[src/common/cam_pkg.sv]
// ==========================================================================
// shared widths and the pixel word for the camera capture path
// ==========================================================================

package cam_pkg;

  // one RGB565 pixel
  localparam int PIXEL_W = 16;

  // pixels packed into one memory chunk
  localparam int PIXELS_PER_CHUNK = 8;

  // chunk width as seen by the memory writer
  localparam int CHUNK_W = PIXEL_W * PIXELS_PER_CHUNK;

  // slot counter width inside the stacker
  localparam int SLOT_W = $clog2(PIXELS_PER_CHUNK);

  // position counters, sized for 1280 x 720
  localparam int HCOUNT_W = 11;
  localparam int VCOUNT_W = 10;

  // the pixel word, decoded two ways
  // capture writes it byte by byte, the key stage reads colours
  typedef union packed {
    // first byte on the bus lands in hi_byte
    struct packed {
      logic [7:0] hi_byte;
      logic [7:0] lo_byte;
    } bytes;
    // RGB565 colour fields
    struct packed {
      logic [4:0] red;
      logic [5:0] green;
      logic [4:0] blue;
    } rgb;
  } pixel_word_u;

endpackage

[src/capture/pixel_capture.sv]
`timescale 1ns/100ps

module pixel_capture
  import cam_pkg::*;
#(
  parameter int FRAME_WIDTH  = 1280,
  parameter int FRAME_HEIGHT = 720
) (
  input  logic        clk_camera,
  input  logic        recent_reset,
  input  logic [7:0]  cam_data_i,
  input  logic        cam_pclk_i,
  input  logic        cam_hsync_i,
  input  logic        cam_vsync_i,
  output pixel_word_u cap_pixel_o,
  output logic        cap_valid_o,
  output logic        cap_last_o
);

  // ========================================================================
  // two-flop synchronizers on the raw camera bus
  // ========================================================================

  logic [7:0] data_s1;
  logic [7:0] data_s2;
  logic       pclk_s1;
  logic       pclk_s2;
  logic       hsync_s1;
  logic       hsync_s2;
  logic       vsync_s1;
  logic       vsync_s2;

  always_ff @(posedge clk_camera) begin
    if (recent_reset) begin
      pclk_s1  <= 1'b0;
      pclk_s2  <= 1'b0;
      hsync_s1 <= 1'b0;
      hsync_s2 <= 1'b0;
      vsync_s1 <= 1'b0;
      vsync_s2 <= 1'b0;
    end else begin
      pclk_s1  <= cam_pclk_i;
      pclk_s2  <= pclk_s1;
      hsync_s1 <= cam_hsync_i;
      hsync_s2 <= hsync_s1;
      vsync_s1 <= cam_vsync_i;
      vsync_s2 <= vsync_s1;
    end
  end

  // data bits only travel with the strobes
  always_ff @(posedge clk_camera) begin
    data_s1 <= cam_data_i;
    data_s2 <= data_s1;
  end

  // ========================================================================
  // edge register: pclk rise, hsync fall, bus levels aligned to them
  // ========================================================================

  logic       pclk_q;
  logic       pclk_rise;
  logic       hsync_q;
  logic       hsync_fall;
  logic       vsync_q;
  logic [7:0] data_q;

  always_ff @(posedge clk_camera) begin
    if (recent_reset) begin
      pclk_q     <= 1'b0;
      pclk_rise  <= 1'b0;
      hsync_q    <= 1'b0;
      hsync_fall <= 1'b0;
      vsync_q    <= 1'b0;
    end else begin
      pclk_q     <= pclk_s2;
      pclk_rise  <= pclk_s2 & ~pclk_q;
      // hsync_q still holds the old level here
      hsync_fall <= hsync_q & ~hsync_s2;
      hsync_q    <= hsync_s2;
      vsync_q    <= vsync_s2;
    end
  end

  always_ff @(posedge clk_camera) begin
    data_q <= data_s2;
  end

  // ========================================================================
  // byte pairing and position counters
  // ========================================================================

  logic [HCOUNT_W-1:0] hcount;
  logic [VCOUNT_W-1:0] vcount;
  logic                lo_phase;
  logic [7:0]          hi_byte_q;
  logic                take_byte;
  logic                pixel_done;
  logic                last_pos;

  // a byte counts only inside an active line and outside blanking
  assign take_byte  = pclk_rise & hsync_q & ~vsync_q;
  assign pixel_done = take_byte & lo_phase;

  // final pixel of the frame
  assign last_pos = (hcount == HCOUNT_W'(FRAME_WIDTH - 1)) &&
                    (vcount == VCOUNT_W'(FRAME_HEIGHT - 1));

  always_ff @(posedge clk_camera) begin
    if (recent_reset) begin
      hcount      <= '0;
      vcount      <= '0;
      lo_phase    <= 1'b0;
      cap_valid_o <= 1'b0;
      cap_last_o  <= 1'b0;
    end else begin
      // single-cycle strobe
      cap_valid_o <= 1'b0;
      cap_last_o  <= 1'b0;
      if (vsync_q) begin
        // vertical blanking restarts everything
        hcount   <= '0;
        vcount   <= '0;
        lo_phase <= 1'b0;
      end else if (hsync_fall) begin
        hcount <= '0;
        vcount <= vcount + 1'b1;
      end else if (pixel_done) begin
        lo_phase    <= 1'b0;
        cap_valid_o <= 1'b1;
        cap_last_o  <= last_pos;
        hcount      <= hcount + 1'b1;
      end else if (take_byte) begin
        lo_phase <= 1'b1;
      end
    end
  end

  // payload path, written through the byte view
  always_ff @(posedge clk_camera) begin
    if (take_byte && !lo_phase) begin
      hi_byte_q <= data_q;
    end
    if (pixel_done) begin
      cap_pixel_o.bytes.hi_byte <= hi_byte_q;
      cap_pixel_o.bytes.lo_byte <= data_q;
    end
  end

endmodule

[src/camera_capture_top.sv]
`timescale 1ns/100ps

module camera_capture_top
  import cam_pkg::*;
#(
  parameter int                 FRAME_WIDTH  = 1280,
  parameter int                 FRAME_HEIGHT = 720,
  parameter int                 KEY_LOW      = 0,
  parameter int                 KEY_HIGH     = 64,
  parameter logic [PIXEL_W-1:0] KEY_FILL     = 16'h2277
) (
  input  logic               clk_camera,
  input  logic               recent_reset,
  // parallel camera bus
  input  logic [7:0]         cam_data_i,
  input  logic               cam_pclk_i,
  input  logic               cam_hsync_i,
  input  logic               cam_vsync_i,
  // chunk stream to the memory writer
  output logic [CHUNK_W-1:0] chunk_data_o,
  output logic               chunk_valid_o,
  output logic               chunk_last_o,
  input  logic               chunk_ready_i,
  output logic               overflow_o
);

  // ========================================================================
  // capture -> key -> stacker, all push-only until the chunk output
  // ========================================================================

  pixel_word_u cap_pixel;
  logic        cap_valid;
  logic        cap_last;

  pixel_word_u key_pixel;
  logic        key_valid;
  logic        key_last;

  // bus sync, byte pairing, position tracking
  pixel_capture #(
    .FRAME_WIDTH  (FRAME_WIDTH),
    .FRAME_HEIGHT (FRAME_HEIGHT)
  ) capture_i (
    .clk_camera   (clk_camera),
    .recent_reset (recent_reset),
    .cam_data_i   (cam_data_i),
    .cam_pclk_i   (cam_pclk_i),
    .cam_hsync_i  (cam_hsync_i),
    .cam_vsync_i  (cam_vsync_i),
    .cap_pixel_o  (cap_pixel),
    .cap_valid_o  (cap_valid),
    .cap_last_o   (cap_last)
  );

  // green-screen substitution
  chroma_key #(
    .KEY_LOW      (KEY_LOW),
    .KEY_HIGH     (KEY_HIGH),
    .KEY_FILL     (KEY_FILL)
  ) key_i (
    .clk_camera   (clk_camera),
    .recent_reset (recent_reset),
    .cap_pixel_i  (cap_pixel),
    .cap_valid_i  (cap_valid),
    .cap_last_i   (cap_last),
    .key_pixel_o  (key_pixel),
    .key_valid_o  (key_valid),
    .key_last_o   (key_last)
  );

  // eight pixels per 128-bit chunk
  chunk_stacker stacker_i (
    .clk_camera    (clk_camera),
    .recent_reset  (recent_reset),
    .key_pixel_i   (key_pixel),
    .key_valid_i   (key_valid),
    .key_last_i    (key_last),
    .chunk_ready_i (chunk_ready_i),
    .chunk_data_o  (chunk_data_o),
    .chunk_valid_o (chunk_valid_o),
    .chunk_last_o  (chunk_last_o),
    .overflow_o    (overflow_o)
  );

endmodule

[src/chroma_key.sv]
`timescale 1ns/100ps

module chroma_key
  import cam_pkg::*;
#(
  parameter int                 KEY_LOW  = 0,
  parameter int                 KEY_HIGH = 64,
  parameter logic [PIXEL_W-1:0] KEY_FILL = 16'h2277
) (
  input  logic        clk_camera,
  input  logic        recent_reset,
  input  pixel_word_u cap_pixel_i,
  input  logic        cap_valid_i,
  input  logic        cap_last_i,
  output pixel_word_u key_pixel_o,
  output logic        key_valid_o,
  output logic        key_last_o
);

  // window bounds in the 8-bit green domain
  localparam logic [7:0] KEY_LOW_B  = 8'(KEY_LOW);
  localparam logic [7:0] KEY_HIGH_B = 8'(KEY_HIGH);

  logic [7:0] green_8;
  logic       in_window;

  // 6-bit green widened by two zero bits
  assign green_8 = {cap_pixel_i.rgb.green, 2'b00};

  // inclusive on both ends
  assign in_window = (green_8 >= KEY_LOW_B) && (green_8 <= KEY_HIGH_B);

  // strobes follow the data by one cycle
  always_ff @(posedge clk_camera) begin
    if (recent_reset) begin
      key_valid_o <= 1'b0;
      key_last_o  <= 1'b0;
    end else begin
      key_valid_o <= cap_valid_i;
      key_last_o  <= cap_valid_i & cap_last_i;
    end
  end

  // keyed pixels become the fill colour
  always_ff @(posedge clk_camera) begin
    if (cap_valid_i) begin
      if (in_window) begin
        key_pixel_o <= KEY_FILL;
      end else begin
        key_pixel_o <= cap_pixel_i;
      end
    end
  end

endmodule

[src/stacker/chunk_stacker.sv]
`timescale 1ns/100ps

module chunk_stacker
  import cam_pkg::*;
(
  input  logic               clk_camera,
  input  logic               recent_reset,
  input  pixel_word_u        key_pixel_i,
  input  logic               key_valid_i,
  input  logic               key_last_i,
  input  logic               chunk_ready_i,
  output logic [CHUNK_W-1:0] chunk_data_o,
  output logic               chunk_valid_o,
  output logic               chunk_last_o,
  output logic               overflow_o
);

  // ========================================================================
  // assembly side
  // ========================================================================

  logic [CHUNK_W-1:0] asm_q;
  logic [CHUNK_W-1:0] asm_next;
  logic [SLOT_W-1:0]  slot;
  logic               asm_last;
  logic               chunk_done;
  logic               done_last;

  // new pixel enters at the top, so pixel 0 ends up in the low bits
  assign asm_next = {key_pixel_i, asm_q[CHUNK_W-1:PIXEL_W]};

  // eighth pixel closes the chunk
  assign chunk_done = key_valid_i && (slot == SLOT_W'(PIXELS_PER_CHUNK - 1));
  assign done_last  = asm_last | key_last_i;

  always_ff @(posedge clk_camera) begin
    if (key_valid_i) begin
      asm_q <= asm_next;
    end
  end

  always_ff @(posedge clk_camera) begin
    if (recent_reset) begin
      slot     <= '0;
      asm_last <= 1'b0;
    end else if (key_valid_i) begin
      // wraps to zero after the eighth pixel
      slot <= slot + 1'b1;
      if (chunk_done) begin
        asm_last <= 1'b0;
      end else if (key_last_i) begin
        asm_last <= 1'b1;
      end
    end
  end

  // ========================================================================
  // output register, one chunk deep
  // ========================================================================

  logic out_free;

  // empty now, or emptied by a transfer this cycle
  assign out_free = ~chunk_valid_o | chunk_ready_i;

  always_ff @(posedge clk_camera) begin
    if (recent_reset) begin
      chunk_valid_o <= 1'b0;
      chunk_last_o  <= 1'b0;
      overflow_o    <= 1'b0;
    end else begin
      if (chunk_done && out_free) begin
        chunk_valid_o <= 1'b1;
        chunk_last_o  <= done_last;
      end else if (chunk_valid_o && chunk_ready_i) begin
        chunk_valid_o <= 1'b0;
        chunk_last_o  <= 1'b0;
      end
      // held chunk wins, the newer one is lost
      if (chunk_done && !out_free) begin
        overflow_o <= 1'b1;
      end
    end
  end

  // data only moves on a load, so it stays put while waiting
  always_ff @(posedge clk_camera) begin
    if (chunk_done && out_free) begin
      chunk_data_o <= asm_next;
    end
  end

endmodule

[config.mk]
export PLATFORM = sky130hd
export DESIGN_NAME = camera_capture_top
export DESIGN_NICKNAME = d
export VERILOG_FILES = /design/src/common/cam_pkg.sv /design/src/capture/pixel_capture.sv /design/src/camera_capture_top.sv /design/src/chroma_key.sv /design/src/stacker/chunk_stacker.sv
export SDC_FILE = /design/constraint.sdc
export NUM_CORES = 1
export LEC_CHECK = 0
export BUFFER_PORTS_ARGS = -buffer_cell sky130_fd_sc_hd__buf_2
export CAP_MARGIN = 10
export CORE_MARGIN = 5
export CORE_UTILIZATION = 51
export DETAILED_ROUTE_END_ITERATION = 10
export GPL_ROUTABILITY_DRIVEN = 1
export PLACE_DENSITY = 0.82
export SYNTH_ARGS = -nofsm -noshare
export SYNTH_HDL_FRONTEND = slang
export SYNTH_HIERARCHICAL = 1
export SYNTH_SLANG_ARGS = --single-unit
[constraint.sdc]
create_clock -name clk_camera -period 9 [get_ports clk_camera]
set_input_delay 0.9 -clock clk_camera [delete_from_list [all_inputs] [get_ports clk_camera]]
set_output_delay 0.9 -clock clk_camera [all_outputs]
set_load 0.1 [all_outputs]
==> results.cfg, run 1 <==
[timing]
fin_skew_ns = 0.0151
finalSetupTns_ns = 0
clock.fmax_mhz = 448
grt_setup_unrepaired = false
timing.final.crit_period_ns = 2.23
timing.final.max_slew_violations = 0
maxSlewHeadroom_pct = 24.1
worstMarginPinSlew_ns = 1.14
finalCritPeriodShare_pct = 24.8
report.final.setup_viol = 0
final_hold_viol_count = 0

[power_and_ir_drop]
power.share.clock_pct = 42.9
total_leakage_power_nw = 4.50
comb_power_share_pct = 0.3
power.switching_fraction_pct = 18.3
p_per_area_nw_per_um2 = 235
intPower_w = 0.00248
power.sequential.fraction_pct = 56.8
vdd.ir_drop.worst_mv = 0.117
power.net_switching_w = 0.000557

[die]
floorplan.die.height_um = 156
std_cell_rows = 53
floorplan_die_area_um2 = 24200
core_area_um2 = 21000
die_boundary_width_um = 156
starting_density_pct = 51.6
pin_count = 145

[setup_path]
r2r.worst_path.cells = 5
critical-path-max-stage-delay_ns = 0.44
crit_arrival_ns = 1.33
critical_path.n_buffers_inverters = 1
cp_top_family = buffers and inverters
cp-end-kind = output port
worst-path-stages = 1
crit_path_top_delay_cell = buf_2
setup.worst_path.start_class = flip-flop
critical_path_class = flip-flop to output port
critical_path_peak_fanout = 1
worstPathCellList = buf_2
worst-r2r-setup-slack_ns = 6.87
required_ns = 8.10

[clock_tree]
hold_buffers = 0
cts_max_level = 2
tritoncts = built
clk-insertion-delay-late_ns = 0.51
clk_root_buffer_cell = clkbuf_16
tritoncts.num_buffers = 34
cts_repair_resize_count = 0
cts.sink_count = 348
cts_post_setup_buffers_inserted = 0
clk_pin_slew_worst_paths_ns = 0.06
clock_path_buffers = 3

[min_path]
hold_class = flip-flop to flip-flop
worst_hold_path.num_cells = 0

[global_route]
pin_count_of_the_biggest_net_entering_global_routing = 92
track_usage_pct = 14.8
wire_length_of_the_first_global_routing_pass_um = 27700
gr-total-overflow = 0
first_global_vias = 5034
antenna_violations_before_repair = 0

[final_layout]
final_cell_count_no_fill = 979
final_design_area_no_fill_um2 = 12900
fin_nets = 698
number_of_diodes_added_for_antenna_fixing = 0
area.growth.synth_to_final_pct = 19.4
final_layout_size_suffix_gt1_share_pct = 29.0
post-route-util_pct = 61.6

[route]
drt_iter0_drc = 393
route.final.wire_length_um = 17800
route.antenna.remaining_nets = 0
drt_first_pass_iters = 4
drt_drc_violations_left = 0
total_via_count_after_detailed_routing = 4942
route.detailed.vias_per_inst = 5.05
detail_route.wl_per_cell_um = 18.2

[placement]
finalWeightedCongestion = 0.744
hpwl_um = 11300
buffer_ports.inserted = 144
dpl-instance-area_um2 = 11900
numPlacedInstances = 919

[logic_synthesis]
yosysWarnings = 6
synth-async-reset-ratio_pct = 0
synth_sequential_area_ratio_pct = 90.4
ys_types = 44
synth_enable_flop_cells = 280
synth-seq-cells = 348
synth_fp_nets = 523
synthesized_area_um2 = 10800
synthesis.area_per_instance_um2 = 21.4
syn-instance-count = 505
ys.flop_type = edfxtp_1

[run_status]
run_status = complete, no violations

[job]
max-cap-violations = 0
## metal layers
layer	part of all wire (%)	GRT usage (%)	up-vias
met5	0	0	-
met3	7.6	3.58	48
li1	-	-	2301
met1	37	17.5	2376
met4	3.0	5.92	0
met2	52	26.2	217
## state kept, by name (all words and copies together), names as in the netlist, 3 cells and up
register	flops
stacker_i/chunk_data_o	128
stacker_i/asm_q	112
capture_i/cap_pixel_o	16
key_i/key_pixel_o	16
capture_i/hcount	11
capture_i/vcount	10
capture_i/data_q	8
capture_i/data_s1	8
capture_i/data_s2	8
capture_i/hi_byte_q	8
stacker_i/slot	3
## cells by family (layout without fill, tap and decap cells)
kind of cell    Yosys count  after routing  synth area share, %
compound gates           42             42                 2.58
mux                       8              8                0.741
buf+inv                  14            213                0.613
flops                   348            348                 90.4
simple gates             82             82                 4.65
fa+ha+maj                 4              4                0.463
xor+xnor                  7              7                0.567
## stage by stage
step / setup slack [ns] / hold slack [ns] / total power (W)
floorplan: 2.02 / 0.310 / 0.00176
global placement: 6.61 / 0.313 / 0.00177
detailed placement: 6.60 / 0.312 / 0.00177
CTS: 6.74 / 0.325 / 0.00308
global route: 6.72 / 0.333 / 0.00316
finish: 6.77 / 0.323 / 0.00304
## Yosys cell counts, types with 6 or more instances
| cell type | instances | area [µm²] |
|---|---|---|
| a21oi_1 | 13 | 65.1 |
| dfxtp_1 | 68 | 1360 |
| edfxtp_1 | 280 | 8410 |
| mux2i_1 | 8 | 80.1 |
| nand2_1 | 13 | 48.8 |
| nand2b_1 | 6 | 37.5 |
| nand3_1 | 6 | 30.0 |
| nand4_1 | 6 | 37.5 |
| nor2_1 | 14 | 52.6 |
| nor2b_1 | 11 | 68.8 |
| o21a_1 | 7 | 52.6 |
| o21bai_1 | 7 | 52.6 |
## cells in the final DEF (no fill, tap or decap), types with 2 or more instances in the layout
cell type / netlist / routed
edfxtp_1: 280 / 280
buf_2: 2 / 144
dfxtp_1: 68 / 67
clkbuf_16: 0 / 35
nand2_1: 13 / 13
a21oi_1: 13 / 13
nor2_1: 14 / 13
nor2b_1: 11 / 11
clkbuf_1: 5 / 9
mux2i_1: 8 / 8
o21a_1: 7 / 7
o21bai_1: 7 / 7
nand4_1: 6 / 6
nand2b_1: 6 / 6
nand3_1: 6 / 6
clkinv_2: 0 / 6
o31ai_1: 5 / 5
or4_1: 5 / 5
clkinv_1: 0 / 5
or3_1: 4 / 4
xor2_1: 4 / 4
nor4_1: 4 / 4
inv_1: 4 / 4
ha_1: 4 / 4
buf_4: 1 / 4
o21ai_0: 3 / 3
xnor2_1: 3 / 3
nor4bb_1: 2 / 2
nor3_2: 2 / 2
clkinv_8: 0 / 2
## final timing paths
check                                   startpoint                              endpoint
min                   capture_i/data_s2[0]$_DFF_P_           capture_i/data_q[0]$_DFF_P_
max reg2reg         stacker_i/slot[0]$_SDFFE_PP0P_  stacker_i/chunk_data_o[47]$_DFFE_PP_
max          stacker_i/chunk_data_o[101]$_DFFE_PP_                     chunk_data_o[101]
min reg2reg           capture_i/data_s2[0]$_DFF_P_           capture_i/data_q[0]$_DFF_P_
## final cells by class
type / count / area (µm²)
sequential: 348 / 9770
fill: 1431 / 8050
multi-input combinational: 143 / 981
clock buffer: 45 / 923
timing repair buffer: 148 / 751
tap: 275 / 344
clock inverter: 15 / 119
inverter: 5 / 18.8
## worst register-to-register path, stage by stage (launching register included)
cell	delay [ns]
dfxtp_1	0.35
ha_1	0.16
ha_1	0.23
nand2_1	0.15
nor2_4	0.14
buf_4	0.65
## power by group through the flow
stage,registers [W],logic (W),clock network [W]
after CTS,0.00172,0.00000989,0.00134
after global placement,0.00176,0.00000908,0
after floorplan,0.00176,0.00000584,0
after global routing,0.00172,0.0000112,0.00142
after detailed placement,0.00176,0.00000987,0
final,0.00172,0.00000984,0.00130
Note: power is estimated with default switching activity, not from simulation.
==> run 2, diff against run 1 <==
- clock period: 9 -> 2 ns (I/O delays scaled with it)
==> run 2 against run 1 <==
Net effect: worst setup slack got worse by 6.5 ns; die area unchanged; sequential share of layout area is 1.9 points lower; clock power grew to 4.9 times the previous value; clock skew up 0.0022 ns; sequential cell count unchanged; largest cell class unchanged; highest routed layer unchanged.
==> results.cfg, run 2 (synthesis results as in run 1) <==
[setup_path]
critical_path_peak_fanout = 36
setup.worst_path.start_class = flip-flop
crit_arrival_ns = 1.95
critical_path_class = flip-flop to flip-flop
cp-end-kind = flip-flop
required_ns = 2.18
r2r.worst_path.cells = 5

[route]
route.final.wire_length_um = 17600
route.antenna.remaining_nets = 0
detail_route.wl_per_cell_um = 17.7
route.detailed.vias_per_inst = 4.98
drt_first_pass_iters = 5
drt_drc_violations_left = 0
total_via_count_after_detailed_routing = 4960
drt_iter0_drc = 355

[power_and_ir_drop]
total_leakage_power_nw = 4.67
p_per_area_nw_per_um2 = 1080
vdd.ir_drop.worst_mv = 0.581

[global_route]
antenna_violations_before_repair = 0
first_global_vias = 5130
grt.met2_usage_pct = 26.1
wire_length_of_the_first_global_routing_pass_um = 28000
grt_busiest_layer = met2
met1_usage_pct = 17.9
gr-total-overflow = 0
pin_count_of_the_biggest_net_entering_global_routing = 121
track_usage_pct = 14.7
met3_usage_pct = 3.74

[clock_tree]
cts.sink_count = 348
cts_max_level = 2
clk_pin_slew_worst_paths_ns = 0.06
clk_root_buffer_cell = clkbuf_16
clk-insertion-delay-late_ns = 0.50
clock_path_buffers = 3
cts_post_setup_buffers_inserted = 0
tritoncts.num_buffers = 35
tritoncts = built

[timing]
timing.final.max_slew_violations = 0
final_hold_viol_count = 0
timing.final.ws_setup_ns = 0.233
report.final.setup_viol = 0
worstMarginPinSlew_ns = 0.665
grt_setup_unrepaired = false
timing.final.crit_period_ns = 1.77
finalSetupTns_ns = 0
finalCritPeriodShare_pct = 88.3
fin_skew_ns = 0.0173
maxSlewHeadroom_pct = 55.6
clock.fmax_mhz = 566

[die]
die_boundary_width_um = 156
pin_count = 145
floorplan.die.height_um = 156
core_area_um2 = 21000
floorplan_die_area_um2 = 24200
starting_density_pct = 51.6
std_cell_rows = 53

[final_layout]
largest_reg_flops = 128
number_of_diodes_added_for_antenna_fixing = 0
layout_common_cells = edfxtp_1, buf_2, dfxtp_1, clkbuf_16
fin_nets = 713
area.growth.synth_to_final_pct = 22.4
mostFrequentLayoutCell = edfxtp_1
reg.largest.list = stacker_i/chunk_data_o x128, stacker_i/asm_q x112
final_layout_size_suffix_gt1_share_pct = 29.8
largest_register_by_flop_count = stacker_i/chunk_data_o

[placement]
buffer_ports.inserted = 144
place_worst_setup_slack_ns = 0.228
finalWeightedCongestion = 0.767
hpwl_um = 11200

[run_status]
run_status = complete, no violations

[job]
max-cap-violations = 0

[min_path]
worst_hold_path.num_cells = 3
hold_class = input pin to flip-flop
==> run 2: through the flow <==
| stage | util (%) | instances | power, W | hold WS (ns) | cell area (µm²) |
|---|---|---|---|---|---|
| final | 63.2 | 996 | 0.0142 | 0.0904 | 13200 |
| after floorplan | - | 505 | 0.00794 | 0.228 | 10800 |
| after global routing | 63.2 | 996 | 0.0148 | 0.111 | 13200 |
| after global placement | 57.1 | 922 | 0.00796 | 0.304 | 12000 |
| after detailed placement | 57.1 | 922 | 0.00796 | 0.304 | 12000 |
| after CTS | 63.2 | 996 | 0.0144 | 0.0729 | 13200 |
==> run 2: final timing paths <==
kind	start	endpoint	slack, ns
worst min register to register	capture_i/data_s2[0]$_DFF_P_	capture_i/data_q[0]$_DFF_P_	0.32
worst max register to register	stacker_i/slot[0]$_SDFFE_PP0P_	stacker_i/chunk_data_o[116]$_DFFE_PP_	0.23
worst min-delay path	chunk_ready_i	stacker_i/chunk_valid_o$_SDFFE_PP0P_	0.09
worst max-delay path	stacker_i/slot[0]$_SDFFE_PP0P_	stacker_i/chunk_data_o[116]$_DFFE_PP_	0.23
==> run 2: metal layers <==
metal,share of wire (%),wire length [µm],vias to the layer above
met5,0,0,-
met4,2.3,410,0
met3,7.5,1320,35
met2,52,9130,202
met1,38,6730,2386
li1,-,-,2337
==> run 2: final cells by class <==
| cell class | count | area, µm² |
|---|---|---|
| clock buffer | 49 | 982 |
| clock inverter | 14 | 183 |
| fill | 1384 | 7720 |
| inverter | 5 | 18.8 |
| multi-input combinational | 143 | 988 |
| sequential | 348 | 9770 |
| tap | 275 | 344 |
| timing repair buffer | 162 | 946 |
==> run 2: worst max-delay path, cell delays in order, from the launching register on <==
cell and delay, ns:
dfxtp_1 0.35, ha_1 0.16, ha_1 0.27, nand2_4 0.08, nor2_4 0.31, buf_12 0.27
==> run 2: power by group <==
part	total (W)	switching, W	internal, W
clock network	0.00642	0.00246	0.00396
logic	0.0000614	0.0000278	0.0000337
registers	0.00776	0.0000130	0.00775
==> run 2: timing repair <==
item                                   CTS  global route
gates resized for setup                  0             0
hold buffers                            11             0
endpoints found under the hold margin   11             0
==> run 3, diff against run 2 <==
- SETUP_SLACK_MARGIN: default -> 0.5
==> run 3 against run 2 <==
Net effect: utilization is 3.1 points higher; largest cell class unchanged; critical path type unchanged; critical endpoint is now stacker_i/chunk_data_o[62]$_DFFE_PP_; non-clock buffer count grew 27; sequential share of layout area decreased by 3.4 points; sequential power is essentially flat; routed wire length increased by 13%; power is 1.9% lower; critical path depth up 3.
==> results.cfg, run 3 (synthesis results as in run 1) <==
[run_status]
run_status = complete, no violations

[clock_tree]
clock_path_buffers = 3
cts_max_level = 2
tritoncts = built
clk_root_buffer_cell = clkbuf_16
cts.sink_count = 348
clk_pin_slew_worst_paths_ns = 0.06
clk-insertion-delay-late_ns = 0.50
tritoncts.num_buffers = 35

[route]
drt_first_pass_iters = 4
detail_route.wl_per_cell_um = 19.5
route.detailed.vias_per_inst = 5.03
total_via_count_after_detailed_routing = 5143
drt_drc_violations_left = 0
route.antenna.remaining_nets = 0
route.final.wire_length_um = 19900
drt_iter0_drc = 387

[placement]
buffer_ports.inserted = 144
finalWeightedCongestion = 0.729
place_worst_setup_slack_ns = 0.200
hpwl_um = 11400
numPlacedInstances = 922

[final_layout]
fin_nets = 741
area.growth.synth_to_final_pct = 28.5
mostFrequentLayoutCell = edfxtp_1
fillers = 1352
largest_register_by_flop_count = stacker_i/chunk_data_o
final_layout_size_suffix_gt1_share_pct = 33.9
reg.largest.list = stacker_i/chunk_data_o x128, stacker_i/asm_q x112
final_cell_count_no_fill = 1022
layout_common_cells = edfxtp_1, buf_2, dfxtp_1, clkbuf_16, buf_4
number_of_diodes_added_for_antenna_fixing = 0
largest_reg_flops = 128

[global_route]
first_global_vias = 5098
antenna_violations_before_repair = 2
track_usage_pct = 15.7
gr-total-overflow = 0
wire_length_of_the_first_global_routing_pass_um = 29100
pin_count_of_the_biggest_net_entering_global_routing = 106

[die]
starting_density_pct = 51.6
std_cell_rows = 53
floorplan_die_area_um2 = 24200
floorplan.die.height_um = 156
die_boundary_width_um = 156
pin_count = 145
core_area_um2 = 21000

[timing]
fin_skew_ns = 0.0208
report.final.setup_viol = 0
final_hold_viol_count = 0
timing.final.ws_setup_ns = 0.392
clock.fmax_mhz = 622
grt_setup_unrepaired = true
finalCritPeriodShare_pct = 80.4
worstMarginPinSlew_ns = 0.692
hold-worst-slack_ns = 0.0764
timing.final.max_slew_violations = 0
maxSlewHeadroom_pct = 53.8
timing.final.crit_period_ns = 1.61

[min_path]
hold_start = chunk_ready_i
hold_class = input pin to flip-flop

[power_and_ir_drop]
vdd.ir_drop.worst_mv = 0.434
post_layout_power_w = 0.0140
total_leakage_power_nw = 4.91
p_per_area_nw_per_um2 = 1010

[setup_path]
path_common_cell = buf_12
critical_path.n_buffers_inverters = 4
timing.critical_path.from = stacker_i/slot[0]$_SDFFE_PP0P_
worstPathCellList = ha_4 -> ha_4 -> nand2_4 -> nor2_4 -> buf_12 -> buf_12 -> buf_12 -> buf_16
crit_arrival_ns = 1.82
setup.worst_path.start_class = flip-flop
cp-end-kind = flip-flop
crit-reg2reg-launch = stacker_i/slot[0]$_SDFFE_PP0P_
critical_path_peak_fanout = 10
critical_path_class = flip-flop to flip-flop
critical-path-max-stage-delay_ns = 0.35
crit_path_top_delay_cell = dfxtp_2
required_ns = 2.21
cp_top_family = buffers and inverters

[job]
max-cap-violations = 0
## run 3: cell count changes in the layout (fill, tap and decap cells not counted), moves of 6 or more
| cell | delta |
|---|---|
| clkbuf_4 | +31 |
| clkinv_1 | +6 |
| buf_16 | +9 |
| buf_2 | -60 |
| dfxtp_2 | +10 |
| buf_4 | +36 |
| dfxtp_1 | -11 |
## run 3: per-stage QoR
step / instance area, µm² / TNS, ns / utilization (%)
floorplan: 10800 / -213.15 / -
global placement: 12000 / 0 / 57.2
detailed placement: 12000 / 0 / 57.2
CTS: 13700 / 0 / 65.2
global route: 13900 / 0 / 66.3
finish: 13900 / 0 / 66.3
## run 3: layout make-up
class                      instances  area, µm²  area share, %
sequential                       348       9790           70.5
timing repair buffer             189       1610           11.6
multi-input combinational        144       1050           7.59
clock buffer                      41        898           6.47
tap                              275        344           2.48
clock inverter                    20        178           1.28
inverter                           5       18.8          0.135
## run 3: path summary, 6_finish.rpt
kind	to	slack, ns	depth (start not counted)
worst max-delay path	stacker_i/chunk_data_o[62]$_DFFE_PP_	0.39	8
worst min-delay path	stacker_i/chunk_valid_o$_SDFFE_PP0P_	0.08	3
worst max register to register	stacker_i/chunk_data_o[62]$_DFFE_PP_	0.39	8
worst min register to register	capture_i/data_q[4]$_DFF_P_	0.32	0
## run 3: routing by layer
metal,global-route usage (%),wire length (µm)
met1,19.7,7470
met2,27.5,10400
met3,3.66,1600
met4,4.54,396
met5,0,0
## run 3: tightest hold or removal path, delay by kind of cell
family                 cells  cell delay, ns
AO/OA/AOI/OAI              1            0.08
AND/OR/NAND/NOR            1            0.14
buffers and inverters      1            0.09
## run 3: what timing repair did
item                                    CTS  global route
endpoints found under the hold margin    11             0
pin swaps                                 2             3
buffers inserted                         14             3
resized for setup                        51            41
endpoints found under the setup margin  164           172
cloned                                    7             4
hold buffers                             11             0
## run 3: power by group
group	total, W	switching [W]	internal (W)
combinational	0.0000616	0.0000275	0.0000341
sequential	0.00776	0.0000134	0.00775
clock	0.00615	0.00254	0.00361
total	0.0140	0.00258	0.0114
